<file path="src/source/sp_ram.sv">
`timescale 1ns/1ps

module sp_ram #(
	parameter type word_t = logic [15:0],
	parameter int  DEPTH  = 16
) (
	input  logic clk,
	input  logic we_i,
	input  logic [$clog2(DEPTH)-1:0] waddr_i,
	input  word_t wdata_i,
	input  logic [$clog2(DEPTH)-1:0] raddr_i,
	output word_t rdata_o
);

	word_t mem [DEPTH];

	// write port
	always_ff @(posedge clk) begin
		if (we_i) begin
			mem[waddr_i] <= wdata_i;
		end
	end

	// registered read, data one cycle after the address
	always_ff @(posedge clk) begin
		rdata_o <= mem[raddr_i];
	end

endmodule

</file>
<file path="config.mk">
export PLATFORM = sky130hd
export DESIGN_NAME = sp_ram
export DESIGN_NICKNAME = d
export VERILOG_FILES = /design/src/source/sp_ram.sv
export SDC_FILE = /design/constraint.sdc
export NUM_CORES = 1
export LEC_CHECK = 0
export BUFFER_PORTS_ARGS = -buffer_cell sky130_fd_sc_hd__buf_2
export CORE_UTILIZATION = 55
export DETAILED_ROUTE_END_ITERATION = 8
export PLACE_DENSITY = 0.72
export SYNTH_ARGS = -nofsm -noshare
export SYNTH_HDL_FRONTEND = slang
export SYNTH_SLANG_ARGS = --single-unit
</file>
<file path="constraint.sdc">
create_clock -name clk -period 3.2 [get_ports clk]
set_input_delay 0.32 -clock clk [delete_from_list [all_inputs] [get_ports clk]]
set_output_delay 0.32 -clock clk [all_outputs]
set_load 0.005 [all_outputs]
</file>
### After elaboration in Yosys (flattened, before gate mapping)

Memory sizes are Yosys's and may differ from the RTL's. A register that Yosys moved wholly into a read port is not among the register bits.
Index checks and enable logic that the tools add are counted.

| word-level totals | value |
|---|---|
| input port bits | 26 |
| output and inout bits | 16 |
| memories kept | 1 |
| bits in registers | 0 |
| word-level logic and storage cells | 3 |
| bits in writable memories | 256 |

| cells by class | value |
|---|---|
| muxes and demuxes | 2 |

Memories:

| name | depth | bits a word | read ports | clocked after memory_dff | write ports | line | RTL |
|---|---|---|---|---|---|---|---|
| mem | 16 | 16 | 1 | 1 | 1 | 15 | `word_t mem [DEPTH];` |

Operator list:

| kind | number |
|---|---|
| two-way mux 1 bit | 2 |

### Longest topological paths before layout

| logic depth | value |
|---|---|
| depth in word-level cells | 2 |
| gate-level depth with buffers | 5 |
| depth with buffers taken out | 3 |

### Least setup slack after synthesis

OpenSTA, ideal clock, no wires.

| timing path | value |
|---|---|
| path type | input port to flip-flop |
| start point | input port waddr_i[2] |
| end point | memory mem[0][0] (netlist bit) (enable) |
| data required time | 2.791 ns |
| cell stages on the path | 2 |
| library setup time | 0.409 ns |
| data arrival time | 1.966 ns |
| setup slack | 0.825 ns |
| cell sequence | or3b_2 > nor3_1 |

RTL lines:

| element | line | RTL |
|---|---|---|
| start: declaration | 9 | `input logic [$clog2(DEPTH)-1:0] waddr_i,` |
| end: declaration | 15 |  |

Straight into the memory's write port.

### Worst setup path after layout

| timing path | value |
|---|---|
| start point | input port waddr_i[2] |
| end point | memory mem[0][0] (netlist bit) (enable) |

Straight into the memory's write port.

==> flow_summary.yaml <==
yosys:
  ys_types: 19
  synthesis.area_per_instance_sq_um: 23.2
  synth.cell_area_sq_um: 10000
  synthesis.nets: 458
  yosysWarningCount: 0
  yosys_register_bits: 272
  ys_seq_area_share_pct: 79.7
  syn-instance-count: 432
sta:
  timing_max_transition_violations_final: 0
  setup_viol_count_final: 0
  finalHoldViolCount: 0
  fin_worst_hold_slack_ns: 0.172
  tns_ns: 0
  final.setup_skew_ns: 0.00661
  setup_slack_ns: 1.51
  worst_slew_pin_slew_ns: 0.987
  fmax_mhz: 593
  relSlewSlack_pct: 34.2
  finalCritPeriodShare_pct: 52.7
  grt_setup_unrepaired: "no"
  finalCriticalPeriod_ns: 1.69
pwr:
  p_clk_share_pct: 39.7
  power_leakage_nw: 3.76
  max-vdd-ir-drop_uv: 473
  p_int_w: 0.00577
  power.sequential.fraction_pct: 55.6
  power.switching_fraction_pct: 19.8
  power_frac_comb_pct: 4.7
  cellPowerDensity_nw_per_um2: 628
  switching_power_w: 0.00142
route:
  detail-route-antenna-nets: 0
  post_drt_wl_per_cell_um: 25.1
  firstDrtPassIters: 5
  drt_first_iter_violations: 377
  vias_per_cell: 6.11
  route.final.wire_length_um: 18800
  drt_drc_violations_left: 0
  vias: 4585
floorplan:
  placement_rows: 49
  die_width_um: 137
  chipHeight_um: 137
  top_level_ports: 42
  fp.coreArea_sq_um: 17900
  floorplan.die_area_sq_um: 18800
  initial_utilization_pct: 56.1
grt:
  congestion_overflow_gr: 0
  grt_pass1_vias: 4656
  maximum_number_of_pins_on_one_net_before_global_route_repair: 42
  initial_antenna_violation_count: 0
  grt_usage_pct: 21.2
  grt_pass1_wl_um: 28000
final_layout:
  insertedDiodeCount: 0
  finalNetCount: 529
  multiInputGateArea_sq_um: 1960
  regArea_sq_um: 8010
  final_layout_size_suffix_gt1_share_pct: 32.6
  syn2layout_area_growth_pct: 14.0
  fillerInstances: 1221
  finish.instance_area_sq_um: 11400
placed_design:
  place_ws_ns: 0.929
  hpwl_um: 10300
  buffer_ports.inserted: 41
  gp_congestion: 0.723
  dpl_cell_area_sq_um: 10700
clock_tree:
  clk-insertion-delay-late_ns: 0.52
  cts_resized: 0
  tritoncts: "done"
  clk_path_buf_depth: 3
  cts-hold-fix-buffers: 0
  cts_root_buffer: "sky130_fd_sc_hd__clkbuf_16"
  cts_buffers: 27
  count_of_h_tree_levels_built_during_cts: 1
  cts_sinks: 272
  clk_pin_slew_worst_setup_hold_paths_ns: 0.06
  post_cts_buffers: 0
setup_path:
  crit_path_end_kind: "register"
  worst_ep_arrival_time_ns: 1.91
  worst-setup-path-type: "in -> reg"
  timing.reg2reg.setup_slack_ns: 1.88
  worstPathRequired_ns: 3.43
  critPathLaunchType: "input port"
  critical_path_peak_fanout: 9
hold_path:
  class_of_the_worst_hold_path: "in -> reg"
job:
  max_cap_viol_count: 0
run_status:
  outcome: "finished clean"
[path summary, 6_finish.rpt]
| kind | from | to | cells past startpoint |
|---|---|---|---|
| setup / recovery | waddr_i[2] | mem[0][0] | 4 |
| hold / removal | wdata_i[3] | mem[15][3] | 1 |
| setup reg to reg | mem[1][10] | rdata_o[10] | 3 |
| hold reg to reg | mem[14][5] | rdata_o[5] | 3 |
[cell usage after synthesis]
| library cell | n | area (sq um) |
|---|---|---|
| sky130_fd_sc_hd__a22oi_1 | 32 | 240 |
| sky130_fd_sc_hd__and2_1 | 1 | 6.26 |
| sky130_fd_sc_hd__buf_1 | 3 | 11.3 |
| sky130_fd_sc_hd__buf_2 | 3 | 15.0 |
| sky130_fd_sc_hd__buf_4 | 3 | 22.5 |
| sky130_fd_sc_hd__buf_6 | 4 | 45.0 |
| sky130_fd_sc_hd__clkbuf_1 | 8 | 30.0 |
| sky130_fd_sc_hd__dfxtp_1 | 16 | 320 |
| sky130_fd_sc_hd__edfxtp_1 | 256 | 7690 |
| sky130_fd_sc_hd__mux4_1 | 10 | 263 |
| sky130_fd_sc_hd__mux4_2 | 54 | 1220 |
| sky130_fd_sc_hd__nand2_1 | 17 | 63.8 |
| sky130_fd_sc_hd__nand2b_1 | 2 | 12.5 |
| sky130_fd_sc_hd__nand3_1 | 1 | 5.00 |
| sky130_fd_sc_hd__nand3b_1 | 2 | 15.0 |
| sky130_fd_sc_hd__nor2_1 | 13 | 48.8 |
| sky130_fd_sc_hd__nor2b_1 | 2 | 12.5 |
| sky130_fd_sc_hd__nor3_1 | 4 | 20.0 |
| sky130_fd_sc_hd__or3b_2 | 1 | 8.76 |
[flip-flops by register name (all words and copies together) (netlist names)]
register / count
rdata_o: 16
mem: 256
[layer usage]
layer / track usage, % / up-vias / routed length (um)
li1: - / 1982 / -
met1: 30.0 / 2441 / 8020
met2: 34.7 / 129 / 9450
met3: 3.37 / 33 / 909
met4: 5.68 / 0 / 421
met5: 0 / - / 0
[kinds of logic (layout without fill, tap and decap cells)]
family	after synthesis	after routing	share of synthesized area, %
flops	272	272	79.7
mux	64	64	14.7
simple gates	43	43	1.92
compound gates	32	32	2.39
buf+inv	21	110	1.23
[critical path: stages]
cell	delay [ns]
sky130_fd_sc_hd__buf_2	0.12
sky130_fd_sc_hd__or3b_2	0.54
sky130_fd_sc_hd__nor3_2	0.62
sky130_fd_sc_hd__buf_4	0.31
[power by group through the flow]
stage | Clock (W) | Sequential (W) | Combinational, W
6_report | 0.00285 | 0.00400 | 0.000339
5_1_grt | 0.00303 | 0.00401 | 0.000368
4_1_cts | 0.00290 | 0.00401 | 0.000346
3_5_place_dp | 0 | 0.00408 | 0.000345
3_3_place_gp | 0 | 0.00407 | 0.000336
2_1_floorplan | 0 | 0.00408 | 0.000194
[cell type report]
cell class                      instances  share of cell area, %
Tap cell                              229                   2.50
Multi-Input combinational cell        139                   17.1
Sequential cell                       272                   69.9
Clock buffer                           35                   6.25
Timing Repair Buffer                   63                   3.48
Clock inverter                         12                  0.699
[per-stage QoR]
step,power [W],std cells,util [%]
floorplan,0.00427,432,-
global placement,0.00441,703,59.5
CTS,0.00725,750,64.0
detailed placement,0.00442,703,59.5
finish,0.00720,750,64.0
global route,0.00741,750,64.0
[cell usage in the layout, fill, tap and decap left out]
cell type / instances
sky130_fd_sc_hd__edfxtp_1: 256
sky130_fd_sc_hd__mux4_2: 54
sky130_fd_sc_hd__buf_2: 40
sky130_fd_sc_hd__a22oi_1: 32
sky130_fd_sc_hd__clkbuf_16: 27
sky130_fd_sc_hd__buf_4: 21
sky130_fd_sc_hd__nand2_1: 17
sky130_fd_sc_hd__dfxtp_1: 16
sky130_fd_sc_hd__nor2_2: 12
sky130_fd_sc_hd__mux4_1: 10
sky130_fd_sc_hd__clkbuf_1: 7
sky130_fd_sc_hd__clkinv_2: 7
sky130_fd_sc_hd__nor3_2: 4
sky130_fd_sc_hd__clkinv_1: 4
sky130_fd_sc_hd__nor2b_1: 2
sky130_fd_sc_hd__nand3b_1: 2
sky130_fd_sc_hd__nand2b_1: 2
sky130_fd_sc_hd__buf_12: 2
sky130_fd_sc_hd__and2_1: 1
sky130_fd_sc_hd__nor2_1: 1
sky130_fd_sc_hd__nand3_1: 1
sky130_fd_sc_hd__or3b_2: 1
sky130_fd_sc_hd__clkbuf_8: 1
sky130_fd_sc_hd__bufinv_16: 1
(Power assumes the default switching activity.)
