**src/source/cnn_defines.svh**
```systemverilog
`ifndef CNN_DEFINES_SVH
`define CNN_DEFINES_SVH

// datapath widths
`define DATA_WIDTH 16
`define ACC_WIDTH 40 // wide enough for k*k*depth products

// lanes computed side by side
`define PARA_KERNEL 2

// configuration limits
`define FM_SIZE_MAX 8
`define DEPTH_MAX 4
`define KERNEL_SIZE_MAX 3

// ram addressing
`define FM_ADDR_WIDTH 8 // FM_SIZE_MAX^2 * DEPTH_MAX words
`define WT_ADDR_WIDTH 6 // KERNEL_SIZE_MAX^2 * DEPTH_MAX words

// configuration fields
`define FM_SIZE_WIDTH 4
`define DEPTH_WIDTH 3
`define KSIZE_WIDTH 2

`define LAYER_NUM_WIDTH 4

`endif

```
**src/source/cnn_data_pkg.sv**
```systemverilog
`include "cnn_defines.svh"

package cnn_data_pkg;

	// one feature-map pixel or one weight
	typedef logic signed [`DATA_WIDTH-1:0] pixel_t;

	// one weight per kernel lane, lane 0 in the low bits
	typedef pixel_t [`PARA_KERNEL-1:0] weight_vec_t;

	typedef logic signed [`ACC_WIDTH-1:0] acc_t;

	// finished output pixel for all lanes
	typedef struct packed {
		logic [`FM_SIZE_WIDTH-1:0] row;
		logic [`FM_SIZE_WIDTH-1:0] col;
		acc_t [`PARA_KERNEL-1:0] acc; // acc[l] belongs to kernel l
	} conv_result_t;

endpackage

```
**src/source/cnn_ctrl_pkg.sv**
```systemverilog
`include "cnn_defines.svh"

package cnn_ctrl_pkg;

	typedef enum logic [1:0] {
		lt_load = 2'd0, // rams being filled
		lt_conv = 2'd1,
		lt_pool = 2'd2, // not handled here
		lt_fc   = 2'd3  // not handled here
	} layer_type_e;

	typedef enum logic [1:0] {
		st_idle,
		st_run,
		st_drain, // waiting for the pipeline to empty
		st_done
	} ctrl_state_e;

	// stable for the whole layer
	typedef struct packed {
		logic [`FM_SIZE_WIDTH-1:0] fm_size;
		logic [`DEPTH_WIDTH-1:0] fm_depth;
		logic [`KSIZE_WIDTH-1:0] kernel_size;
	} layer_cfg_t;

	typedef struct packed {
		logic valid;
		logic [`FM_ADDR_WIDTH-1:0] addr;
		cnn_data_pkg::pixel_t data;
	} fm_wr_t;

	typedef struct packed {
		logic valid;
		logic [`WT_ADDR_WIDTH-1:0] addr;
		cnn_data_pkg::weight_vec_t data;
	} wt_wr_t;

	// one kernel tap as seen by the mac lanes
	typedef struct packed {
		logic first; // load instead of accumulate
		logic last;  // pixel complete after this tap
		logic [`FM_SIZE_WIDTH-1:0] out_row;
		logic [`FM_SIZE_WIDTH-1:0] out_col;
		logic valid;
	} tap_t;

endpackage

```
**src/source/conv_mac_array.sv**
```systemverilog
`timescale 1ns/1ps

`include "cnn_defines.svh"

module conv_mac_array (
	input  logic clk,
	input  logic rst,
	input  cnn_ctrl_pkg::tap_t tap_i, // already aligned with the ram data
	input  cnn_data_pkg::pixel_t pixel_i,
	input  cnn_data_pkg::weight_vec_t weights_i,
	output logic result_valid_o,
	output cnn_data_pkg::conv_result_t result_o
);

	cnn_data_pkg::acc_t [`PARA_KERNEL-1:0] acc_q;
	cnn_data_pkg::acc_t [`PARA_KERNEL-1:0] acc_d;

	// one lane per kernel, all share the pixel
	always_comb begin
		cnn_data_pkg::acc_t prod;

		for (int l = 0; l < `PARA_KERNEL; l++) begin
			prod = pixel_i * $signed(weights_i[l]); // sign extended to full width
			acc_d[l] = tap_i.first ? prod : acc_q[l] + prod;
		end
	end

	always_ff @(posedge clk) begin
		if (tap_i.valid) begin
			acc_q <= acc_d;
		end
	end

	always_ff @(posedge clk or negedge rst) begin
		if (!rst) begin
			result_valid_o <= 1'b0;
		end else begin
			result_valid_o <= tap_i.valid && tap_i.last;
		end
	end

	// capture the finished sums so the next pixel can start right away
	always_ff @(posedge clk) begin
		if (tap_i.valid && tap_i.last) begin
			result_o.row <= tap_i.out_row;
			result_o.col <= tap_i.out_col;
			result_o.acc <= acc_d;
		end
	end

endmodule

```
**config.mk**
```make
export PLATFORM = sky130hd
export DESIGN_NAME = conv_mac_array
export DESIGN_NICKNAME = d
export VERILOG_FILES = /design/src/source/cnn_data_pkg.sv /design/src/source/cnn_ctrl_pkg.sv /design/src/source/conv_mac_array.sv
export VERILOG_INCLUDE_DIRS = /design/src /design/src/source
export SDC_FILE = /design/constraint.sdc
export NUM_CORES = 2
export LEC_CHECK = 0
export BUFFER_PORTS_ARGS = -buffer_cell sky130_fd_sc_hd__clkbuf_2
export CAP_MARGIN = 20
export CORE_ASPECT_RATIO = 0.75
export CORE_MARGIN = 3
export CORE_UTILIZATION = 60
export CTS_CLUSTER_DIAMETER = 60
export DETAILED_ROUTE_END_ITERATION = 7
export GPL_TIMING_DRIVEN = 0
export PLACE_DENSITY = 0.78
export RECOVER_POWER = 100
export SYNTH_ARGS = -nofsm -noshare
export SYNTH_HDL_FRONTEND = slang
export SYNTH_SLANG_ARGS = --single-unit
```
**constraint.sdc**
```tcl
create_clock -name clk -period 3.5 [get_ports clk]
set_input_delay 0.175 -clock clk [delete_from_list [all_inputs] [get_ports clk]]
set_output_delay 0.175 -clock clk [all_outputs]
set_load 0.005 [all_outputs]
```
# Yosys cells after proc, flatten, opt, wreduce, memory -nomap -nowiden
# Cells that the tools add are included.
# word_totals
output_inout_bits,89
in_bits,61
wordCells,14
register_bits,169
# classes
n_addsub,2
reduce_logical,1
n_mux,2
mul,2
# op_table
operator,n
$add 40x32->40,2
$mux 40,2
$mul 16x16->32,2
$logic_and 1x1->1,1

# Depth between registers and ports, before layout
# depth
word_depth,3
ltp_mapped,35
mapped_depth_nobuf,33

# Least setup slack after synthesis
# No wires, ideal clock.
# synth_path
path_kind,input to register
startpoint,in pixel_i[15]
endpoint,reg acc_q[77] (netlist bit) (data pin)
arrival_ps,7896
path_slack_ps,-4671
cell_stages,29
path_buffers,1
setup_time_ps,275
required_time_ps,3225
cell_sequence,clkbuf_1 > nand2_1 > inv_1 > fa_1 > fa_1 > fa_1 > fa_1 > fa_1 > fa_1 > ha_1 > a21o_1 > a21o_1 > a21oi_1 > o21ai_0 > a21o_1 > a21o_1 > o41a_1 > xnor2_1 > ha_1 > a21oi_1 > o21ai_0 > a21o_1 > a21oi_1 > nor2b_1 > o21ai_0 > nand2_1 > a31oi_1 > xor2_1 > o21ai_0
# synth_lines
element,line,rtl
start: declaration,conv_mac_array.sv:9,"input cnn_data_pkg::pixel_t pixel_i,"
end signal: assignment,conv_mac_array.sv:30,acc_q <= acc_d;
end: declaration,conv_mac_array.sv:15,cnn_data_pkg::acc_t [`PARA_KERNEL-1:0] acc_q;

==> qor.yml <==
clkLatencyLatePin_ps: 500
syn_nets: 3854
io_buffers: 148
critPathRequiredTime_ps: 3670
worstHoldEndpoint: "result_o[0]$_DFFE_PP_"
grt.overflow.total: 0
clock-skew-final_ps: 26.5
dpl.cell_count: 3807
post_synth_instance_area_sq_um: 29400
post-route-period-util_pct: 228
hold_viol: 0
worstMarginPinSlew_ps: 2510
placementRows: 69
grt_start_max_net_pins: 49
r2r_setup_slack_ps: -360
critical_path.endpoint_type: "flip-flop"
drt.antenna.violating_nets: 0
number_of_buffers_created_by_cts: 17
die_area_sq_um: 51700
initial_core_util_pct: 61.3
global_route.usage.total_pct: 36.7
most-common-layout-cells: "sky130_fd_sc_hd__inv_1 (548), sky130_fd_sc_hd__fa_1 (508), sky130_fd_sc_hd__nand2_1 (298), sky130_fd_sc_hd__buf_4 (208), sky130_fd_sc_hd__and2_1 (206)"
io_pins: 150
cts-root-to-sink-buffers: 2
global_route_wire_length_before_repair_mm: 143
syn-mean-instance-area_sq_um: 9.74
cpPeakStageDelay_ps: 570
status: "complete, but fails checks"
whs_path_cells: 3
fp.dieH_microns: 198
hold_path.startpoint: "pixel_i[0]"
final_net_count: 4294
cp_data_arrival_time_ps: 8150
place_worst_setup_slack_ps: -5450
cts.root.buffer_cell: "sky130_fd_sc_hd__clkbuf_16"
layout-drive-gt1-share_pct: 28.8
remaining_drc_errors: 0
drt-pass1-iter-count: 6
yosys_warnings: 0
coreArea_sq_um: 47900
number_of_enable_type_register_cells_in_the_synthesized_netlist: 168
synth_sequential_area_ratio_pct: 17.3
violated_checks: "capacitance limit, slew limit, setup timing"
nFillCells: 2746
hpwl_after_detailed_placement_mm: 68.1
tritoncts_clock_tree: "done"
finalCriticalPeriod_ps: 7980
start_kind: "primary input"
drt-vias-per-instance: 6.01
synthDistinctLibCells: 58
maxCapViolCount: 1
final-setup-viol-count: 144
max_slew_margin_pct: -67.5
post_layout_nonfiller_instances: 4115
r2r_start: "acc_q[0]$_DFFE_PP_"
layout.cells.most_common: "sky130_fd_sc_hd__inv_1"
path_max_fanout: 7
timing.reg2reg.worst_path_depth: 11
timing.rr.end: "acc_q[32]$_DFFE_PP_"
synthFlopType: "sky130_fd_sc_hd__edfxtp_1"
crit_top_cell: "sky130_fd_sc_hd__fa_1"
fin_area_sq_um: 38800
hold_path_class: "in2reg"
fmaxAchievable_ghz: 0.125
ctsHtreeMaxLevel: 4
wire_per_inst_microns: 24.3
syn_inst: 3017
postSynthRegisterBits: 169
grt_antenna_before_repair: 5
aggregate_routed_wire_length_mm: 99.9
critPathKind: "in2reg"
clk_pin_slew_worst_paths_ps: 70
rsz_0062_raised_after_global_routing: "yes"
worst_setup_slack_after_layout_ps: -4480
post_dp_cell_area_sq_um: 32500
grt_pass1_vias: 25400
vias: 24700
layout-area-overhead-vs-synth_pct: 32.0
drv_slew: 37
fp.dieW_microns: 262
synth_async_sr_flop_share_pct: 0.592
routability_congestion_estimate_from_global_placement: 0.962
clock_sinks: 169
drt-initial-drc-count: 2237
cpMaxStageDelayCell: "sky130_fd_sc_hd__fa_1"
[synth_stat cells, types with 3 or more instances]
library cell / count / area (sq um)
sky130_fd_sc_hd__o31ai_1: 3 / 22.5
sky130_fd_sc_hd__clkbuf_1: 100 / 375
sky130_fd_sc_hd__nand2b_1: 26 / 163
sky130_fd_sc_hd__nor3_1: 25 / 125
sky130_fd_sc_hd__a31o_2: 6 / 52.6
sky130_fd_sc_hd__or3_1: 13 / 81.3
sky130_fd_sc_hd__nand3_1: 22 / 110
sky130_fd_sc_hd__a31oi_1: 13 / 81.3
sky130_fd_sc_hd__a221oi_1: 3 / 26.3
sky130_fd_sc_hd__and2_1: 252 / 1580
sky130_fd_sc_hd__a41oi_1: 6 / 52.6
sky130_fd_sc_hd__o21bai_1: 19 / 143
sky130_fd_sc_hd__nand4_1: 9 / 56.3
sky130_fd_sc_hd__a211oi_1: 13 / 97.6
sky130_fd_sc_hd__buf_1: 4 / 15.0
sky130_fd_sc_hd__ha_1: 250 / 3130
sky130_fd_sc_hd__a21oi_1: 110 / 551
sky130_fd_sc_hd__nor2b_1: 14 / 87.6
sky130_fd_sc_hd__o21a_1: 13 / 97.6
sky130_fd_sc_hd__mux2_2: 18 / 203
sky130_fd_sc_hd__o211a_1: 4 / 40.0
sky130_fd_sc_hd__a211o_1: 3 / 26.3
sky130_fd_sc_hd__o21ai_0: 110 / 551
sky130_fd_sc_hd__nor3b_1: 4 / 30.0
sky130_fd_sc_hd__inv_1: 590 / 2210
sky130_fd_sc_hd__o21ba_2: 3 / 30.0
sky130_fd_sc_hd__fa_1: 526 / 10500
sky130_fd_sc_hd__and4_1: 3 / 26.3
sky130_fd_sc_hd__nand2_1: 324 / 1220
sky130_fd_sc_hd__o211ai_1: 12 / 90.1
sky130_fd_sc_hd__a21o_1: 74 / 556
sky130_fd_sc_hd__nand3b_1: 3 / 22.5
sky130_fd_sc_hd__a21boi_0: 4 / 30.0
sky130_fd_sc_hd__xnor2_1: 91 / 797
sky130_fd_sc_hd__nor2_1: 83 / 312
sky130_fd_sc_hd__and3_1: 14 / 87.6
sky130_fd_sc_hd__xor2_1: 51 / 447
sky130_fd_sc_hd__mux2i_1: 3 / 30.0
sky130_fd_sc_hd__edfxtp_1: 168 / 5040
[registers in the layout (all words and copies together), names as in the netlist]
register	count
result_o	88
acc_q	80
result_valid_o	1
[metal layers]
metal  wire length, microns  GRT usage, %  vias up
li1                       -             -    10400
met1                  39000          52.5    12500
met2                  44400          53.7     1532
met3                  12400          12.1      326
met4                   4150          10.5        2
met5                     23             0        -
[logic make-up (layout without fill, tap and decap cells)]
kind of cell / Yosys count / in the layout / synth area share [%]
AOI/OAI and AO/OA: 415 / 415 / 8.94
xor gates and xnor gates: 142 / 142 / 4.23
adders and majority gates: 776 / 776 / 46.5
buffers and inverters: 695 / 1148 / 8.88
DFF: 169 / 169 / 17.3
muxes: 21 / 21 / 0.792
other: 0 / 6 / 0
and+or+nand+nor: 799 / 799 / 13.4
[per-stage QoR]
stage | utilization [%] | hold slack (ps) | TNS, ps
4_1_cts | 75.9 | 190 | -420490
6_report | 81.0 | 296 | -458680
2_1_floorplan | - | -121 | -377710
5_1_grt | 80.9 | 311 | -474670
3_3_place_gp | 67.6 | -50.1 | -713610
3_5_place_dp | 67.8 | -39.1 | -561090
[cell type report]
cell class	count	area, sq um	area share (%)
multi-input cells	2153	25000	64.6
flip-flops and latches	169	5070	13.1
repair buffers	427	3470	8.93
inverters	590	2210	5.71
plain buffers	99	1580	4.07
well taps	639	800	2.06
clock buffers	17	425	1.10
clock inverters	15	176	0.455
diodes	6	15.0	0.0387
[how the worst max path moves through the flow]
stage | start | end | slack, ps | cells after the start
floorplan | pixel_i[5] | acc_q[39]$_DFFE_PP_ | -3860 | 32
global placement | pixel_i[10] | result_o[39]$_DFFE_PP_ | -5260 | 31
detailed placement | pixel_i[15] | acc_q[39]$_DFFE_PP_ | -5450 | 31
CTS | weights_i[6] | result_o[39]$_DFFE_PP_ | -4130 | 32
global route | pixel_i[15] | acc_q[32]$_DFFE_PP_ | -4560 | 33
finish | weights_i[4] | acc_q[32]$_DFFE_PP_ | -4480 | 32
[repair_timing]
action                     4_1_cts  5_1_grt
hold endpoints to repair         9        0
pin swaps                      173      228
resized for setup              402      373
setup endpoints to repair      144      144
setup buffers                  149      121
gates cloned                     0        4
hold buffers                    10        0
[critical path: cells and delay by family]
kind | cells | cell delay, ps
buffers and inverters | 6 | 760
adder cells (fa/ha/maj) | 8 | 3620
XOR/XNOR | 2 | 440
AO/OA/AOI/OAI | 12 | 2640
AND/OR/NAND/NOR | 4 | 510
Power is left out: the tool's default activity adds up to more than one toggle a clock period on the data nets, which glitch-free logic cannot reach.
