`src/source/cnn_defines.svh`:
```
`ifndef CNN_DEFINES_SVH
`define CNN_DEFINES_SVH

// datapath widths
`define DATA_WIDTH 16
`define ACC_WIDTH 40 // wide enough for k*k*depth products

// lanes computed side by side
`define PARA_KERNEL 2

// configuration limits
`define FM_SIZE_MAX 8
`define DEPTH_MAX 4
`define KERNEL_SIZE_MAX 3

// ram addressing
`define FM_ADDR_WIDTH 8 // FM_SIZE_MAX^2 * DEPTH_MAX words
`define WT_ADDR_WIDTH 6 // KERNEL_SIZE_MAX^2 * DEPTH_MAX words

// configuration fields
`define FM_SIZE_WIDTH 4
`define DEPTH_WIDTH 3
`define KSIZE_WIDTH 2

`define LAYER_NUM_WIDTH 4

`endif

```
`src/source/cnn_data_pkg.sv`:
```
`include "cnn_defines.svh"

package cnn_data_pkg;

	// one feature-map pixel or one weight
	typedef logic signed [`DATA_WIDTH-1:0] pixel_t;

	// one weight per kernel lane, lane 0 in the low bits
	typedef pixel_t [`PARA_KERNEL-1:0] weight_vec_t;

	typedef logic signed [`ACC_WIDTH-1:0] acc_t;

	// finished output pixel for all lanes
	typedef struct packed {
		logic [`FM_SIZE_WIDTH-1:0] row;
		logic [`FM_SIZE_WIDTH-1:0] col;
		acc_t [`PARA_KERNEL-1:0] acc; // acc[l] belongs to kernel l
	} conv_result_t;

endpackage

```
`src/source/cnn_ctrl_pkg.sv`:
```
`include "cnn_defines.svh"

package cnn_ctrl_pkg;

	typedef enum logic [1:0] {
		lt_load = 2'd0, // rams being filled
		lt_conv = 2'd1,
		lt_pool = 2'd2, // not handled here
		lt_fc   = 2'd3  // not handled here
	} layer_type_e;

	typedef enum logic [1:0] {
		st_idle,
		st_run,
		st_drain, // waiting for the pipeline to empty
		st_done
	} ctrl_state_e;

	// stable for the whole layer
	typedef struct packed {
		logic [`FM_SIZE_WIDTH-1:0] fm_size;
		logic [`DEPTH_WIDTH-1:0] fm_depth;
		logic [`KSIZE_WIDTH-1:0] kernel_size;
	} layer_cfg_t;

	typedef struct packed {
		logic valid;
		logic [`FM_ADDR_WIDTH-1:0] addr;
		cnn_data_pkg::pixel_t data;
	} fm_wr_t;

	typedef struct packed {
		logic valid;
		logic [`WT_ADDR_WIDTH-1:0] addr;
		cnn_data_pkg::weight_vec_t data;
	} wt_wr_t;

	// one kernel tap as seen by the mac lanes
	typedef struct packed {
		logic first; // load instead of accumulate
		logic last;  // pixel complete after this tap
		logic [`FM_SIZE_WIDTH-1:0] out_row;
		logic [`FM_SIZE_WIDTH-1:0] out_col;
		logic valid;
	} tap_t;

endpackage

```
`src/source/conv_window_counter.sv`:
```
`timescale 1ns/1ps

`include "cnn_defines.svh"

module conv_window_counter (
	input  logic clk,
	input  logic rst,
	input  logic run_i,
	input  cnn_ctrl_pkg::layer_cfg_t cfg_i,
	output logic [`FM_ADDR_WIDTH-1:0] fm_raddr_o,
	output logic [`WT_ADDR_WIDTH-1:0] wt_raddr_o,
	output cnn_ctrl_pkg::tap_t tap_o,
	output logic walk_done_o
);

	logic [`KSIZE_WIDTH-1:0] kx_q;
	logic [`KSIZE_WIDTH-1:0] ky_q;
	logic [`DEPTH_WIDTH-1:0] slice_q;
	logic [`FM_SIZE_WIDTH-1:0] col_q;
	logic [`FM_SIZE_WIDTH-1:0] row_q;

	logic [`FM_SIZE_WIDTH-1:0] out_last; // last output index, fm_size - k
	logic last_kx;
	logic last_ky;
	logic last_slice;
	logic last_col;
	logic last_row;
	logic first_tap;
	logic last_tap;

	logic [`FM_SIZE_WIDTH-1:0] in_row; // input pixel under the current tap
	logic [`FM_SIZE_WIDTH-1:0] in_col;
	logic [`FM_ADDR_WIDTH-1:0] plane_size;
	logic [`WT_ADDR_WIDTH-1:0] k_sq;

	assign out_last   = cfg_i.fm_size - `FM_SIZE_WIDTH'(cfg_i.kernel_size);
	assign last_kx    = (kx_q == cfg_i.kernel_size - `KSIZE_WIDTH'(1));
	assign last_ky    = (ky_q == cfg_i.kernel_size - `KSIZE_WIDTH'(1));
	assign last_slice = (slice_q == cfg_i.fm_depth - `DEPTH_WIDTH'(1));
	assign last_col   = (col_q == out_last);
	assign last_row   = (row_q == out_last);

	assign first_tap = (kx_q == '0) && (ky_q == '0) && (slice_q == '0);
	assign last_tap  = last_kx && last_ky && last_slice;

	// slice * n*n + (row+ky) * n + (col+kx)
	assign in_row     = row_q + `FM_SIZE_WIDTH'(ky_q);
	assign in_col     = col_q + `FM_SIZE_WIDTH'(kx_q);
	assign plane_size = `FM_ADDR_WIDTH'(cfg_i.fm_size) * `FM_ADDR_WIDTH'(cfg_i.fm_size);
	assign fm_raddr_o = `FM_ADDR_WIDTH'(slice_q) * plane_size +
		`FM_ADDR_WIDTH'(in_row) * `FM_ADDR_WIDTH'(cfg_i.fm_size) +
		`FM_ADDR_WIDTH'(in_col);

	// slice * k*k + ky * k + kx
	assign k_sq       = `WT_ADDR_WIDTH'(cfg_i.kernel_size) * `WT_ADDR_WIDTH'(cfg_i.kernel_size);
	assign wt_raddr_o = `WT_ADDR_WIDTH'(slice_q) * k_sq +
		`WT_ADDR_WIDTH'(ky_q) * `WT_ADDR_WIDTH'(cfg_i.kernel_size) +
		`WT_ADDR_WIDTH'(kx_q);

	always_comb begin
		tap_o.valid   = run_i;
		tap_o.first   = first_tap;
		tap_o.last    = last_tap;
		tap_o.out_row = row_q;
		tap_o.out_col = col_q;
	end

	assign walk_done_o = run_i && last_tap && last_col && last_row;

	// kx innermost, then ky, slice, column, row
	always_ff @(posedge clk or negedge rst) begin
		if (!rst) begin
			kx_q    <= '0;
			ky_q    <= '0;
			slice_q <= '0;
			col_q   <= '0;
			row_q   <= '0;
		end else if (!run_i) begin // park at the origin between layers
			kx_q    <= '0;
			ky_q    <= '0;
			slice_q <= '0;
			col_q   <= '0;
			row_q   <= '0;
		end else begin
			kx_q <= last_kx ? '0 : kx_q + 1'b1;
			if (last_kx) begin
				ky_q <= last_ky ? '0 : ky_q + 1'b1;
				if (last_ky) begin
					slice_q <= last_slice ? '0 : slice_q + 1'b1;
					if (last_slice) begin
						col_q <= last_col ? '0 : col_q + 1'b1;
						if (last_col) begin
							row_q <= last_row ? '0 : row_q + 1'b1;
						end
					end
				end
			end
		end
	end

endmodule

```
`config.mk`:
```
export PLATFORM = sky130hd
export DESIGN_NAME = conv_window_counter
export DESIGN_NICKNAME = d
export VERILOG_FILES = /design/src/source/cnn_data_pkg.sv /design/src/source/cnn_ctrl_pkg.sv /design/src/source/conv_window_counter.sv
export VERILOG_INCLUDE_DIRS = /design/src /design/src/source
export SDC_FILE = /design/constraint.sdc
export NUM_CORES = 1
export LEC_CHECK = 0
export BUFFER_PORTS_ARGS = -buffer_cell sky130_fd_sc_hd__buf_2
export CAP_MARGIN = 20
export CORE_ASPECT_RATIO = 0.8
export CORE_UTILIZATION = 65
export DETAILED_ROUTE_END_ITERATION = 12
export MAX_ROUTING_LAYER = met4
export PLACE_DENSITY = 0.9
export SETUP_SLACK_MARGIN = 0.4
export SYNTH_ARGS = -nofsm -noshare
export SYNTH_HDL_FRONTEND = slang
export SYNTH_SLANG_ARGS = --single-unit
```
`constraint.sdc`:
```
create_clock -name clk -period 7.5 [get_ports clk]
set_clock_uncertainty 0.1 [all_clocks]
set_input_delay 0.375 -clock clk [delete_from_list [all_inputs] [get_ports clk]]
set_output_delay 0.375 -clock clk [all_outputs]
set_load 0.03 [all_outputs]
```
-- After elaboration in Yosys (flattened, before gate mapping)
Cells that the tools add are included.
W data, S select, Z words.
- $add $sub $neg: 14
- multipliers: 6
- eq/ne operators: 9
- mux-type cells: 20
- reductions and logical operators: 13
- operators with widths (operator ; number):
    $mux W4 ; 11
    $mul A4 B4 Y8 ; 2
    $mux W3 ; 4
    $mux W2 ; 5
    $add A4 B1 Y4 const B ; 2
    $add A4 B2 Y4 ; 2
    $add A8 B4 Y8 ; 1
    $add A8 B8 Y8 ; 1
    $eq A4 B4 Y1 ; 2
    $mul A2 B2 Y4 ; 2
    $mul A3 B8 Y8 ; 1
    $ne A2 B1 Y1 const B ; 4
    $logic_and A1 B1 Y1 ; 7
    $add A6 B2 Y6 ; 1
    $add A6 B4 Y6 ; 1
    $mul A3 B4 Y6 ; 1
    $add A2 B1 Y2 const B ; 2
    $eq A2 B2 Y1 ; 2
    $logic_not A2 Y1 ; 2
    $reduce_and A4 Y1 ; 1
    $sub A4 B2 Y4 ; 1
    $add A3 B1 Y3 const B ; 1
    $eq A3 B3 Y1 ; 1
    $logic_not A3 Y1 ; 1
    4 further kinds ; 4
- flip-flop bits (word level): 15
- input port bits: 12

-- Logic depth before layout (Yosys ltp)
- depth in word-level cells: 8
- mapped depth: 19
- mapped depth without buffers: 19

-- Worst setup path before layout
Ideal clock, no wire load.
- kind: register to output
- start: register row_q[0]
- end: output fm_raddr_o[7]
- arrival time: 5.234 ns
- required time: 7.025 ns
- slack: 1.791 ns
- cell stages (with the launch flop): 17
- path through: dfrtp_1 -> ha_1 -> fa_1 -> xor2_1 -> and2_1 -> fa_1 -> fa_1 -> fa_1 -> inv_1 -> fa_1 -> inv_1 -> ha_1 -> nor2b_1 -> o21ai_0 -> a21oi_1 -> xnor3_1 -> xor2_1
- cells in the longest elaborated chain, start to end: 4
- RTL lines (what ; RTL line ; text):
    start: declaration ; conv_window_counter.sv:20 ; logic [`FM_SIZE_WIDTH-1:0] row_q;
    start signal: assignment ; conv_window_counter.sv:93 ; row_q <= last_row ? '0 : row_q + 1'b1;
    $add A4 B2 Y4 ; conv_window_counter.sv:47 ; assign in_row = row_q + `FM_SIZE_WIDTH'(ky_q);
    $mul A4 B4 Y8 (no line) ; - ;
    $add A8 B8 Y8 (no line) ; - ;
    $add A8 B4 Y8 (no line) ; - ;
    end: declaration ; conv_window_counter.sv:10 ; output logic [`FM_ADDR_WIDTH-1:0] fm_raddr_o,
No other way between the ends.

-- Worst setup path after layout
Ends and elaborated chain as after synthesis.

==> run summary <==
Met2 GRT Util -> 47.3%
Sequential area share after synthesis -> 11.9%
Final Wtd Congestion -> 0.830
Final min period -> 5.93 ns
Worst R2R Setup Slack -> 5.25 ns
Initial antenna violation count -> 0
Clock slew at reported path FFs -> 0.06 ns
Crit path launch type -> flip-flop
HP Class -> primary input to flip-flop
CTS max path bufs -> 2
Ys async rst share -> 100%
Post-Syn Area -> 3160 µm²
Tcrit/Tclk final -> 79.0%
WHS Endpoint -> kx_q[1]$_DFF_PN0_
Hold depth -> 2
TritonCTS clock tree -> built
Core ar. -> 4620 µm²
Grt met3 use -> 1.43%
Worst path required time -> 7.03 ns
Area leader, netlist -> ha_1
PwrDens -> 205 nW/µm²
Max_slew headroom -> 63.1%
Most frequent cell after synthesis -> inv_1
Die Ht -> 64.3 µm
Post-synth cell types -> 49
Synth Area in Compound Gates -> 8.80%
Fillers -> 321
Synth area leaders -> ha_1 22%, fa_1 16%, dfrtp_1 12%
Max VDD drop -> 0.200 mV
Final setup fails -> 0
Max Clk Rate -> 169 MHz
Wire length per cell -> 14.3 µm
Synth Area in Simple Gates -> 18.6%
Reg2reg end -> row_q[3]$_DFFE_PN0P_
DIE WIDTH -> 79.9 µm
Post-synth EDFFs -> 0
Worst Reg-to-Reg Cells -> 7
Total number of vias -> 2429
Pleak -> 1.92 nW
Routed WL -> 6300 µm
RSZ-0062 raised after global routing -> false
Clock sink count -> 15
PortBufs -> 37
Diode count -> 0
Worst-Margin Slew -> 0.554 ns
Yosys warnings -> 0
Tot GR Track Use -> 27.8%
Syn_nets -> 442
Run status -> finished, final reports clean
Dpl hpwl -> 5360 µm
First-pass GRT wire length -> 10900 µm
DR iter-0 viols -> 101
Synth Register Bits -> 15
Post-Synthesis Cells -> 349
Antenna viol nets, final -> 0
RR Startpoint -> slice_q[2]$_DFFE_PN0P_
Area share of fa/ha/maj cells after synthesis -> 38.3%
Final TNS setup -> 0 ns
Area growth syn-to-layout -> 8.16%
Xor/xnor cell area share of the yosys netlist -> 12.3%
Post-synth top cells -> 57 x inv_1, 55 x ha_1, 30 x and2_1
Initial Utilization -> 68.3%
Std cell rows -> 22
Met1 GRT Util -> 36.5%
Hold Crit Start -> run_i
Mean Syn Cell Area -> 9.05 µm²
Post-cts hold buffer count -> 1
Vias in the first global route -> 2446
Crit Path Class -> flip-flop to output pin
Fin nets -> 475
CP Max Fanout -> 6
Residual DRC -> 0
Tot Pwr -> 0.000699 W
Synth top area share -> 21.8%
Vias per std cell -> 5.51
H-tree depth -> 1
Max Cap Violations -> 0
GR Overflow Total -> 0
Post-synthesis mux area share -> 0.951%
Dominant synthesized flop cell -> dfrtp_1
Io pins -> 38
Largest family of logic cells by synthesized area -> adder cells
Worst Setup End Kind -> output pin
Largest net degree at the start of global routing -> 16
CTS resizes -> 0
CP arrival -> 5.45 ns
Postcts setup bufs -> 0
Num CTS Buffers -> 3
Slew Viols, Final -> 0
Final Hold Fails -> 0
Root Buffer -> clkbuf_8
First-pass detailed-route iteration total -> 4
Die Footprint -> 5140 µm²
Worst-skew pair later-pin latency -> 0.25 ns
Fraction of layout cells with a size suffix above 1 -> 15.5%
GR peak layer -> met2
worst max-delay path by stage:
stage	from	end	slack [ns]	depth (start not counted)
after floorplan	row_q[0]$_DFFE_PN0P_	fm_raddr_o[7]	1.79	16
after global placement	row_q[0]$_DFFE_PN0P_	fm_raddr_o[7]	1.98	17
after detailed placement	row_q[0]$_DFFE_PN0P_	fm_raddr_o[7]	1.80	17
after CTS	row_q[0]$_DFFE_PN0P_	fm_raddr_o[7]	1.54	17
after global routing	row_q[0]$_DFFE_PN0P_	fm_raddr_o[7]	1.23	17
final	row_q[0]$_DFFE_PN0P_	fm_raddr_o[7]	1.57	17
flip-flops by register name, summed over array words and instances, names as in the netlist:
register and count:
slice_q 3, ky_q 2, kx_q 2, col_q 4
row_q 4
final cells by class:
class                   count  area (µm²)  share of cell area, %
clock buffers               3        41.3                   1.21
clock inverters             1        5.00                  0.147
inverters                  60         230                   6.74
multi-input cells         264        2490                   73.0
flip-flops and latches     15         375                   11.0
well taps                  60        75.1                   2.20
repair buffers             38         195                   5.72
kinds of logic (layout without fill, tap and decap cells):
family                     count (synthesis)  in the layout
AOI/OAI and AO/OA                         39             39
xor gates and xnor gates                  38             38
adders and majority gates                 81             81
buffers and inverters                     70            102
DFF                                       15             15
muxes                                      3              3
and+or+nand+nor                          103            103
metrics by stage:
step	setup WS, ns	hold slack (ns)	utilization, %	cell area [µm²]	cells
2_1_floorplan	1.79	-0.0206	-	3160	349
3_3_place_gp	1.98	0.193	72.6	3360	436
3_5_place_dp	1.80	0.200	72.6	3360	436
4_1_cts	1.54	0.346	73.8	3410	441
5_1_grt	1.23	0.350	73.8	3410	441
6_report	1.57	0.350	73.8	3410	441
critical path, stage by stage (launching register included):
cell and delay (ns):
dfrtp_1 0.45, ha_1 0.27, fa_1 0.38, xor2_1 0.24
and2_1 0.20, fa_1 0.45, fa_1 0.52, fa_1 0.54
inv_1 0.05, fa_1 0.53, inv_1 0.04, ha_1 0.32
nor2b_1 0.18, o21ai_0 0.10, a21oi_1 0.15, xnor3_1 0.44
xor2_1 0.13, buf_2 0.21
layer usage:
layer | part of all wire, % | vias up
met5 | 0 | -
met4 | 1.9 | 0
met3 | 5.3 | 15
met2 | 49 | 76
met1 | 43 | 1150
li1 | - | 1188
cell usage in the layout, fill, tap and decap left out, types with 2 or more instances in the layout:
master,Yosys,final
inv_1,57,57
a21oi_1,16,16
nand4_1,2,2
inv_2,2,2
buf_2,2,37
nor3_1,6,6
and2_1,30,30
dfrtp_1,15,15
nor2_1,20,20
xor2_1,11,11
xnor3_1,3,3
xnor2_1,23,23
nor2b_1,8,8
nor3_4,2,2
a21o_1,4,4
o21bai_1,2,2
a211oi_1,2,2
nand2_1,16,16
and3_1,4,4
mux2i_1,3,3
clkbuf_8,0,3
a21oi_2,3,3
nand3_1,6,6
fa_1,26,26
o22ai_1,2,2
ha_1,55,55
where the power goes:
group	leakage (nW)	switching [W]	total (W)	internal, W
clock network	0.0255	0.0000299	0.0000667	0.0000368
registers	0.204	0.0000277	0.000120	0.0000924
logic	1.69	0.000325	0.000513	0.000188
total	1.92	0.000383	0.000699	0.000317
Note: power is estimated with default switching activity, not from simulation.
