$ cat src/source/cnn_defines.svh
`ifndef CNN_DEFINES_SVH
`define CNN_DEFINES_SVH

// datapath widths
`define DATA_WIDTH 16
`define ACC_WIDTH 40 // wide enough for k*k*depth products

// lanes computed side by side
`define PARA_KERNEL 2

// configuration limits
`define FM_SIZE_MAX 8
`define DEPTH_MAX 4
`define KERNEL_SIZE_MAX 3

// ram addressing
`define FM_ADDR_WIDTH 8 // FM_SIZE_MAX^2 * DEPTH_MAX words
`define WT_ADDR_WIDTH 6 // KERNEL_SIZE_MAX^2 * DEPTH_MAX words

// configuration fields
`define FM_SIZE_WIDTH 4
`define DEPTH_WIDTH 3
`define KSIZE_WIDTH 2

`define LAYER_NUM_WIDTH 4

`endif

$ cat src/source/cnn_data_pkg.sv
`include "cnn_defines.svh"

package cnn_data_pkg;

	// one feature-map pixel or one weight
	typedef logic signed [`DATA_WIDTH-1:0] pixel_t;

	// one weight per kernel lane, lane 0 in the low bits
	typedef pixel_t [`PARA_KERNEL-1:0] weight_vec_t;

	typedef logic signed [`ACC_WIDTH-1:0] acc_t;

	// finished output pixel for all lanes
	typedef struct packed {
		logic [`FM_SIZE_WIDTH-1:0] row;
		logic [`FM_SIZE_WIDTH-1:0] col;
		acc_t [`PARA_KERNEL-1:0] acc; // acc[l] belongs to kernel l
	} conv_result_t;

endpackage

$ cat src/source/cnn_ctrl_pkg.sv
`include "cnn_defines.svh"

package cnn_ctrl_pkg;

	typedef enum logic [1:0] {
		lt_load = 2'd0, // rams being filled
		lt_conv = 2'd1,
		lt_pool = 2'd2, // not handled here
		lt_fc   = 2'd3  // not handled here
	} layer_type_e;

	typedef enum logic [1:0] {
		st_idle,
		st_run,
		st_drain, // waiting for the pipeline to empty
		st_done
	} ctrl_state_e;

	// stable for the whole layer
	typedef struct packed {
		logic [`FM_SIZE_WIDTH-1:0] fm_size;
		logic [`DEPTH_WIDTH-1:0] fm_depth;
		logic [`KSIZE_WIDTH-1:0] kernel_size;
	} layer_cfg_t;

	typedef struct packed {
		logic valid;
		logic [`FM_ADDR_WIDTH-1:0] addr;
		cnn_data_pkg::pixel_t data;
	} fm_wr_t;

	typedef struct packed {
		logic valid;
		logic [`WT_ADDR_WIDTH-1:0] addr;
		cnn_data_pkg::weight_vec_t data;
	} wt_wr_t;

	// one kernel tap as seen by the mac lanes
	typedef struct packed {
		logic first; // load instead of accumulate
		logic last;  // pixel complete after this tap
		logic [`FM_SIZE_WIDTH-1:0] out_row;
		logic [`FM_SIZE_WIDTH-1:0] out_col;
		logic valid;
	} tap_t;

endpackage

$ cat src/source/layer_ctrl_fsm.sv
`timescale 1ns/1ps

`include "cnn_defines.svh"

module layer_ctrl_fsm (
	input  logic clk,
	input  logic rst,
	input  cnn_ctrl_pkg::layer_type_e layer_type_i,
	input  logic [`LAYER_NUM_WIDTH-1:0] layer_num_i,
	input  logic init_fm_done_i,
	input  logic init_weight_done_i,
	input  logic walk_done_i,
	output logic init_fm_ready_o,
	output logic init_weight_ready_o,
	output logic run_o,
	output logic layer_ready_o
);

	cnn_ctrl_pkg::ctrl_state_e state_q;
	logic [`LAYER_NUM_WIDTH-1:0] layer_num_q; // number of the last layer started
	logic drain_cnt_q;
	logic can_start;
	logic start;

	// a new layer may only begin once the previous one has fully drained
	assign can_start = (state_q == cnn_ctrl_pkg::st_idle) ||
		(state_q == cnn_ctrl_pkg::st_done);

	assign start = can_start &&
		(layer_type_i == cnn_ctrl_pkg::lt_conv) &&
		(layer_num_i != layer_num_q) &&
		init_fm_ready_o && init_weight_ready_o;

	// readiness only tracks the done levels during loading
	always_ff @(posedge clk or negedge rst) begin
		if (!rst) begin
			init_fm_ready_o     <= 1'b0;
			init_weight_ready_o <= 1'b0;
		end else if (layer_type_i == cnn_ctrl_pkg::lt_load) begin
			init_fm_ready_o     <= init_fm_done_i;
			init_weight_ready_o <= init_weight_done_i;
		end
	end

	always_ff @(posedge clk or negedge rst) begin
		if (!rst) begin
			state_q     <= cnn_ctrl_pkg::st_idle;
			layer_num_q <= '0;
			drain_cnt_q <= 1'b0;
		end else begin
			case (state_q)
				cnn_ctrl_pkg::st_idle,
				cnn_ctrl_pkg::st_done: begin
					if (start) begin
						state_q     <= cnn_ctrl_pkg::st_run;
						layer_num_q <= layer_num_i; // latch so the same number does not retrigger
					end
				end
				cnn_ctrl_pkg::st_run: begin
					if (walk_done_i) begin
						state_q     <= cnn_ctrl_pkg::st_drain;
						drain_cnt_q <= 1'b0;
					end
				end
				cnn_ctrl_pkg::st_drain: begin
					// ram read cycle, then the result register
					if (drain_cnt_q) begin
						state_q <= cnn_ctrl_pkg::st_done;
					end else begin
						drain_cnt_q <= 1'b1;
					end
				end
				default: state_q <= cnn_ctrl_pkg::st_idle;
			endcase
		end
	end

	assign run_o         = (state_q == cnn_ctrl_pkg::st_run);
	assign layer_ready_o = (state_q == cnn_ctrl_pkg::st_done); // drops as soon as a new start is taken

endmodule

$ cat config.mk
export PLATFORM = sky130hd
export DESIGN_NAME = layer_ctrl_fsm
export DESIGN_NICKNAME = d
export VERILOG_FILES = /design/src/source/cnn_data_pkg.sv /design/src/source/cnn_ctrl_pkg.sv /design/src/source/layer_ctrl_fsm.sv
export VERILOG_INCLUDE_DIRS = /design/src /design/src/source
export SDC_FILE = /design/constraint.sdc
export NUM_CORES = 1
export LEC_CHECK = 0
export ABC_AREA = 0
export BUFFER_PORTS_ARGS = -buffer_cell sky130_fd_sc_hd__buf_2
export CAP_MARGIN = 20
export CORE_AREA = 10 10 47 49
export CTS_CLUSTER_DIAMETER = 40
export DETAILED_ROUTE_END_ITERATION = 7
export DIE_AREA = 0 0 57 59
export PLACE_DENSITY_LB_ADDON = 0.3
export SETUP_SLACK_MARGIN = 0.02
export SKIP_CTS_REPAIR_TIMING = 1
export SLEW_MARGIN = 20
export SYNTH_ARGS = -nofsm -noshare
export SYNTH_HDL_FRONTEND = slang
export SYNTH_SLANG_ARGS = --single-unit
$ cat constraint.sdc
create_clock -name clk -period 3.7 [get_ports clk]
set_input_delay 0.37 -clock clk [delete_from_list [all_inputs] [get_ports clk]]
set_output_delay 0.37 -clock clk [all_outputs]
set_load 0.005 [all_outputs]
Word level (Yosys, flattened, before mapping)

Index checks and enable logic that the tools add are counted.

Logic and storage cells: 31
Input bits: 11
Register bits: 9
Output and inout bits: 4
Bits in latches: 0
Memory bits (writable): 0
Memories kept: 0
ROM bits: 0

Muxes and demuxes: 6
$add $sub $neg: 0
Order comparisons: 0
Divide/modulo/power cells: 0
Reduce and logical (&&, ||, !) cells: 12
Equal/unequal tests: 8
Multiply operators: 0
Bitwise logic cells: 0
Shifts and indexed selects: 0

Operator list:

| cell                                                 | count |
|---|---|
| 2-to-1 mux 2 bit                                     | 3 |
| inequality test 2 bit (second input constant)        | 3 |
| case mux 2 bit (3 select lines)                      | 1 |
| equality test 2 x 1 -> 1 bit (second input constant) | 2 |
| equality test 2 bit (second input constant)          | 2 |
| logical AND 1 bit                                    | 4 |
| zero test 2 bit                                      | 2 |
| inequality test 4 bit                                | 1 |
| AND reduction 2 bit                                  | 2 |
| AND reduction 3 bit                                  | 1 |
| case mux 1 bit (2 select lines)                      | 1 |
| nonzero test 2 bit                                   | 1 |
| OR reduction 2 bit                                   | 1 |
| logical OR 1 bit                                     | 1 |
| 2-to-1 mux 1 bit                                     | 1 |

Logic depth before layout (Yosys ltp)

Gate-level depths: netlist of run 1.

Word-level depth: 8
Mapped depth: 6
Mapped depth without buffers: 6

Worst setup path before layout of run 1

OpenSTA, ideal clock, no wires.

Path kind: register -> register
Start point: register state_q[0]
End point: register state_q[0]
Library setup time: 69 ps
Period minus slack after synthesis: 1833 ps
Arrival time: 1764 ps
Slack: 1867 ps
Path buffers: 0
Required time: 3631 ps
Cell stages (with the launch flop): 7
Cell sequence: dfrtp_1 inv_1 ha_1 nand2_1 or3_1 or4_1 nand3_1

Word-level cells in the longest chain between the ends: 8
Elaborated cells between the ends (all ways): 15
Those cells by class: eq/ne (6); mux (1); reduce/logical (8)

Ends and longest elaborated chain:

| what                                                   | line                                                             | text |
|---|---|---|
| start, declared                                        | layer_ctrl_fsm.sv:19                                             | `cnn_ctrl_pkg::ctrl_state_e state_q;` |
| start signal, assigned                                 | layer_ctrl_fsm.sv:47                                             | `state_q <= cnn_ctrl_pkg::st_idle;` |
| start signal, assigned                                 | layer_ctrl_fsm.sv:55                                             | `state_q <= cnn_ctrl_pkg::st_run;` |
| start signal, assigned                                 | layer_ctrl_fsm.sv:61                                             | `state_q <= cnn_ctrl_pkg::st_drain;` |
| equality test 2 bit or zero test 2 bit (tied branches) | layer_ctrl_fsm.sv:27, layer_ctrl_fsm.sv:51, layer_ctrl_fsm.sv:26 |  |
| logical OR 1 bit                                       | layer_ctrl_fsm.sv:26                                             | `assign can_start = (state_q == cnn_ctrl_pkg::st_idle) \|\|` |
| logical AND 1 bit                                      | layer_ctrl_fsm.sv:29                                             | `assign start = can_start &&` |
| logical AND 1 bit                                      | layer_ctrl_fsm.sv:30                                             | `(layer_type_i == cnn_ctrl_pkg::lt_conv) &&` |
| logical AND 1 bit                                      | layer_ctrl_fsm.sv:31                                             | `(layer_num_i != layer_num_q) &&` |
| logical AND 1 bit                                      | layer_ctrl_fsm.sv:32                                             | `init_fm_ready_o && init_weight_ready_o;` |
| inequality test 2 bit (no source line)                 | -                                                                |  |
| AND reduction 3 bit (no source line)                   | -                                                                |  |

Several ways; a longest one is shown, not always the timed one.
A chain may end at the register's enable or synchronous reset.

Worst setup path in the final report of run 1

Start point: register state_q[0]
End point: register layer_num_q[1]

Word-level cells in the longest chain between the ends: 7
Elaborated cells between the ends (all ways): 9
Those cells by class: eq/ne (1); reduce/logical (8)

Ends and longest elaborated chain:

| what                                                   | line                                                             | text |
|---|---|---|
| equality test 2 bit or zero test 2 bit (tied branches) | layer_ctrl_fsm.sv:27, layer_ctrl_fsm.sv:51, layer_ctrl_fsm.sv:26 |  |
| logical OR 1 bit                                       | layer_ctrl_fsm.sv:26                                             |  |
| logical AND 1 bit                                      | layer_ctrl_fsm.sv:29                                             |  |
| logical AND 1 bit                                      | layer_ctrl_fsm.sv:30                                             |  |
| logical AND 1 bit                                      | layer_ctrl_fsm.sv:31                                             |  |
| logical AND 1 bit                                      | layer_ctrl_fsm.sv:32                                             |  |
| AND reduction 2 bit (no source line) *                 | -                                                                |  |
| end signal, assigned                                   | layer_ctrl_fsm.sv:56                                             | `layer_num_q <= layer_num_i;` |
| end, declared                                          | layer_ctrl_fsm.sv:20                                             | `` logic [`LAYER_NUM_WIDTH-1:0] layer_num_q; `` |

Mark *: on every way between the ends. The rest lies on a longest branch, timed or not.

==> out/qor.yml, run 1 <==
critical_path:
  path_max_fanout: 6
  cp.required_ns: 3.84
  crit_arrival_ns: 2.13
  path_class: "flop to flop"
  critPathLaunchType: "flop"
  end_kind: "flop"
sta:
  fmax_mhz: 501.1
  tightest_slew_ns: 0.6291
  skew_ns: 0.006269
  final_hold_viol_count: 0
  setup_tns_ns: 0
  grt_setup_unrepaired: "false"
  setup_violations: 0
  slew_viol_final: 0
  slew_headroom_pct: 57.74
  worst_hold_slack_ns: 0.3553
  finalCritPeriodShare_pct: 53.94
  min_period_ns: 1.996
run_status:
  outcome: "finished, final reports clean"
global_routing:
  antenna_found_initial: 0
  gr-usage-met1_pct: 6.561
  grt_use_met2_pct: 8.682
  gr-max-usage-layer: "met2"
  overflow: 0
  grt_start_max_net_pins: 10
  grt.total_usage_pct: 6.057
  grt_pass1_wl_um: 1587
  grtUsageMet3_pct: 3.004
  grt_pass1_vias: 405
synthesis:
  ys_types: 19
  syn_nets: 62
  yosysWarnings: 0
  syn_avg_cell_area_um2: 10.76
  synthesis.area_um2: 505.5
  yosys_register_bits: 9
  synth_cells: 47
  yosysSeqAreaShare_pct: 44.55
layout:
  areaGrowthSynthToFinish_pct: 25.00
  fin_util_pct: 45.09
  fillCellCount: 145
  final_nets: 82
  drive_gt1_share_pct: 37.88
  diodes: 0
route:
  drt-initial-drc-count: 2
  via_per_inst: 4.695
  detail_route.wl_per_cell_um: 11.17
  vias: 385
  firstDrtPassIters: 3
  ant_nets: 0
  wl_um: 916
  drc: 0
place:
  gp_congestion: 0.7508
  port-buffer-count: 14
  dp.final_hpwl_um: 751.7
clock_tree:
  cts_max_path_buffers: 2
  clk_latency_ns: 0.25
  cts_inserted_buffers: 3
  root_buffer: "clkbuf_4"
  htree_levels: 1
  cts_tree: "done"
  cts.sinks: 9
  clk_pin_slew_ns: 0.05
hold_path:
  hp-class: "input pin to flop"
floorplan:
  die-area_mm2: 0.003363
  die_w_um: 57
  core_area_mm2: 0.001401
  die_h_um: 59
  initial_core_util_pct: 36.07
  core.rowCount: 14
  ios: 15
power:
  cellPowerDensity_mw_per_mm2: 627.9
  ir_drop_v: 0.0003014
  p_leak_nw: 0.3062
run:
  drv_cap: 0
-- worst paths after layout --
check	slack, ns	start	depth (start not counted)	endpoint
max	1.70	state_q[0]	5	layer_num_q[1]
max reg2reg	1.70	state_q[0]	5	layer_num_q[1]
min reg2reg	0.52	drain_cnt_q	2	drain_cnt_q
max in group asynchronous	3.02	rst	2	layer_num_q[1]
min	0.36	init_fm_done_i	2	init_fm_ready_o
min in group asynchronous	0.49	rst	2	layer_num_q[2]
-- cells in the final DEF, fill, tap and decap left out, drive strengths merged --
| cell type | netlist | final |
|---|---|---|
| o21ai | 1 | 1 |
| nor3 | 1 | 1 |
| nand2 | 5 | 5 |
| clkbuf | 0 | 4 |
| or4 | 1 | 1 |
| nor2 | 3 | 3 |
| o31ai | 1 | 1 |
| a21o | 1 | 1 |
| a21oi | 1 | 1 |
| nor4 | 1 | 1 |
| dfrtp | 9 | 9 |
| ha | 4 | 4 |
| dlygate4sd3 | 0 | 1 |
| o221a | 1 | 1 |
| buf | 0 | 14 |
| nand3 | 2 | 2 |
| nand2b | 2 | 2 |
| mux2 | 6 | 6 |
| inv | 2 | 2 |
| or3 | 1 | 1 |
| xor2 | 4 | 4 |
| or2 | 1 | 1 |
-- cell usage after synthesis --
| master | instances | area, um2 |
|---|---|---|
| ha_1 | 4 | 50.05 |
| inv_1 | 2 | 7.510 |
| o221a_2 | 1 | 11.26 |
| o21ai_0 | 1 | 5.000 |
| or2_2 | 1 | 6.260 |
| a21o_1 | 1 | 7.510 |
| nor3_1 | 1 | 5.000 |
| nand2_1 | 5 | 18.77 |
| a21oi_1 | 1 | 5.000 |
| mux2_2 | 6 | 67.56 |
| nor2_1 | 3 | 11.26 |
| nand2b_1 | 2 | 12.51 |
| or4_1 | 1 | 7.510 |
| nor4_1 | 1 | 6.260 |
| nand3_1 | 2 | 10.01 |
| or3_1 | 1 | 6.260 |
| dfrtp_1 | 9 | 225.2 |
| xor2_1 | 4 | 35.03 |
| o31ai_1 | 1 | 7.510 |
-- report_power, final --
group | total, mW | switching (mW) | internal, mW
registers | 0.166 | 0.0296 | 0.136
clock network | 0.0727 | 0.0313 | 0.0414
logic | 0.159 | 0.0689 | 0.0896
-- flip-flops by register name, indices dropped and copies added, names as in the netlist --
register,cells
drain_cnt_q,1
layer_num_q,4
init_weight_ready_o,1
init_fm_ready_o,1
state_q,2
-- logic make-up (layout without fill, tap and decap cells) --
logic type / after synthesis / after routing / share of synthesized area, %
AO/OA/AOI/OAI: 5 / 5 / 7.177
XOR/XNOR: 4 / 4 / 6.930
adder cells (fa/ha/maj): 4 / 4 / 9.901
buffers and inverters: 2 / 21 / 1.486
flip-flops: 9 / 9 / 44.56
multiplexers: 6 / 6 / 13.37
AND/OR/NAND/NOR: 17 / 17 / 16.59
-- through the flow --
stage	power, mW	setup WS, ns	cells	area [um2]
3_3_place_gp	0.3254	1.750	77	595.6
2_1_floorplan	0.2856	1.867	47	505.5
3_5_place_dp	0.3272	1.682	77	595.6
6_report	0.3967	1.704	82	631.9
4_1_cts	0.4045	1.667	81	621.8
5_1_grt	0.4403	1.528	82	631.9
-- layer usage --
| layer | share of wire, % | vias to the layer above | wire length (um) |
|---|---|---|---|
| met3 | 5.0 | 2 | 46 |
| met4 | 1.1 | 0 | 10 |
| li1 | - | 202 | - |
| met1 | 48 | 174 | 437 |
| met2 | 46 | 7 | 421 |
| met5 | 0 | - | 0 |
-- cell type report --
cell class              instances  area (um2)  share of cell area [%]
well taps                      16       20.02                   3.168
flip-flops and latches          9       225.2                   35.64
repair buffers                 15       80.08                   12.67
multi-input cells              36       272.8                   43.17
clock buffers                   4       26.28                   4.158
inverters                       2       7.507                   1.188
-- critical path, cell delays in order (launching register included) --
cell,delay (ns)
dfrtp_1,0.44
inv_1,0.09
ha_1,0.35
nand2_1,0.08
nor3_1,0.53
mux2_2,0.40
Power figures use the tool's default switching activity.
==> inputs of run 2 (changes only) <==
clock period = 1.8 ns   (was 3.7 ns; I/O delays follow)
==> out/qor.yml, run 2 (synthesized netlist as in run 1, its figures left out) <==
sta:
  setup_tns_ns: 0  # unchanged
  setup_slack_ns: 0.05111  # -1.653 ns
  slew_viol_final: 0  # unchanged
  worst_hold_slack_ns: 0.1437  # -0.2115 ns
  fmax_mhz: 571.8  # +14%
  setup_violations: 0  # unchanged
  skew_ns: 0.008969  # +0.002700 ns
  finalCritPeriodShare_pct: 97.16  # +43 points
  slew_headroom_pct: 66.26  # +8.5 points
  grt_setup_unrepaired: "true"
  tightest_slew_ns: 0.5014  # -0.1277 ns
  final_hold_viol_count: 0  # unchanged
  min_period_ns: 1.749  # -0.2469 ns
layout:
  multi_input_area_um2: 287.8  # +5.5%
  final_cell_mix: "14 x buf_2, 9 x dfrtp_1, 6 x mux2_2"
  fin_cells: 85  # +3.7%
  seq_area_um2: 225.2  # unchanged
  fin_util_pct: 47.86  # +2.8 points
  fillCellCount: 135  # -6.9%
  areaGrowthSynthToFinish_pct: 32.67
  reg_top3: "layer_num_q: 4 flops, state_q: 2 flops"
  drive_gt1_share_pct: 46.38  # +8.5 points
  finalInstanceArea_um2: 670.6  # +6.1%
  final_common_cell: "buf_2"
  diodes: 0  # unchanged
  largest_register_ffs: 4  # unchanged
  regMostFlops: "layer_num_q"
  final_nets: 85  # +3.7%
critical_path:
  end_kind: "flop"
  cpPeakStageDelay_ns: 0.50  # -0.03 ns
  critPathLaunchType: "flop"
  crit_buf_inv: 0  # -1
  cp.required_ns: 1.99  # -1.85 ns
  critPathSlowestCell: "or4_1"
  crit_arrival_ns: 1.94  # -0.19 ns
  r2r-start: "state_q[1]"
  cp_cell_sequence: "ha_4, nand2_2, or3_1, or4_1, nand3_1"
  r2r_slack_ns: 0.05  # -1.65 ns
  crit_family: "simple AND/OR/NAND/NOR gates"
  reg2reg_depth: 5  # unchanged
  path_max_fanout: 5  # -1
  r2r-end: "state_q[0]"
  path_class: "flop to flop"
clock_tree:
  root_buffer: "clkbuf_4"
  htree_levels: 1  # unchanged
  clk_latency_ns: 0.26  # about the same
  cts_tree: "done"
  cts_max_path_buffers: 2  # unchanged
  clk_pin_slew_ns: 0.07  # +0.02 ns
  cts.sinks: 9  # unchanged
  cts_inserted_buffers: 3  # unchanged
hold_path:
  hold_end: "init_fm_ready_o"
  holdPathStages: 2  # unchanged
  min_from: "init_fm_done_i"
  hp-class: "input pin to flop"
route:
  wl_um: 1051  # +15%
  drt-initial-drc-count: 7  # +5
  detail_route.wl_per_cell_um: 12.36  # +11%
  drc: 0  # unchanged
  ant_nets: 0  # unchanged
  firstDrtPassIters: 4  # +1
  vias: 401  # +4.2%
  via_per_inst: 4.718  # +0.48%
floorplan:
  initial_core_util_pct: 36.07  # unchanged
  die_h_um: 59  # unchanged
  ios: 15  # unchanged
  core_area_mm2: 0.001401  # unchanged
  die-area_mm2: 0.003363  # unchanged
  die_w_um: 57  # unchanged
  core.rowCount: 14  # unchanged
place:
  dp.final_hpwl_um: 868.8  # +16%
  dp_slack_ns: 0.04811  # -1.634 ns
  placed_cell_area_um2: 630.6  # +5.9%
  gp_congestion: 0.8061  # +7.4%
  placed_cells: 80  # +3.9%
  port-buffer-count: 14  # unchanged
global_routing:
  antenna_found_initial: 0  # unchanged
  gr-usage-met1_pct: 6.167  # -0.39 points
  grt.total_usage_pct: 6.699  # +0.64 points
  overflow: 0  # unchanged
  grt_start_max_net_pins: 10  # unchanged
  gr-max-usage-layer: "met2"
  grtUsageMet3_pct: 3.004  # unchanged
  grt_pass1_vias: 465  # +15%
  grt_pass1_wl_um: 1828  # +15%
  grt_use_met2_pct: 11.94  # +3.3 points
run_status:
  outcome: "finished, final reports clean"
power:
  cellPowerDensity_mw_per_mm2: 1361  # +120%
  p_leak_nw: 0.3230  # +5.5%
  ir_drop_v: 0.0006001  # +99%
  power.total_uw: 912.9  # +130%
run:
  drv_cap: 0  # unchanged
run 2: report_power, final:
part / total [mW] / internal (mW) / switching [mW]
combinational: 0.428 / 0.240 / 0.188
sequential: 0.329 / 0.279 / 0.0493
clock: 0.156 / 0.0819 / 0.0746
total: 0.913 / 0.601 / 0.311
run 2: per-layer routing:
layer	share of wire, %	vias to the layer above
met5	0	-
met1	43	174
met4	0.57	0
met2	48	16
li1	-	209
met3	7.7	2
run 2: worst max-delay path by stage:
stage / startpoint / endpoint / slack (ns) / cells after the start
2_1_floorplan: state_q[0] / state_q[0] / 0.02 / 6
3_3_place_gp: state_q[1] / state_q[0] / 0.08 / 5
3_5_place_dp: state_q[1] / state_q[0] / 0.05 / 5
4_1_cts: state_q[1] / state_q[0] / 0.04 / 5
5_1_grt: state_q[1] / state_q[0] / -0.02 / 5
6_report: state_q[1] / state_q[0] / 0.05 / 5
run 2: cell type report:
type,instances,share of cell area [%]
multi-input cells,36,42.91
flip-flops and latches,9,33.58
repair buffers,18,15.30
clock buffers,3,3.358
well taps,16,2.985
inverters,2,1.119
clock inverters,1,0.7463
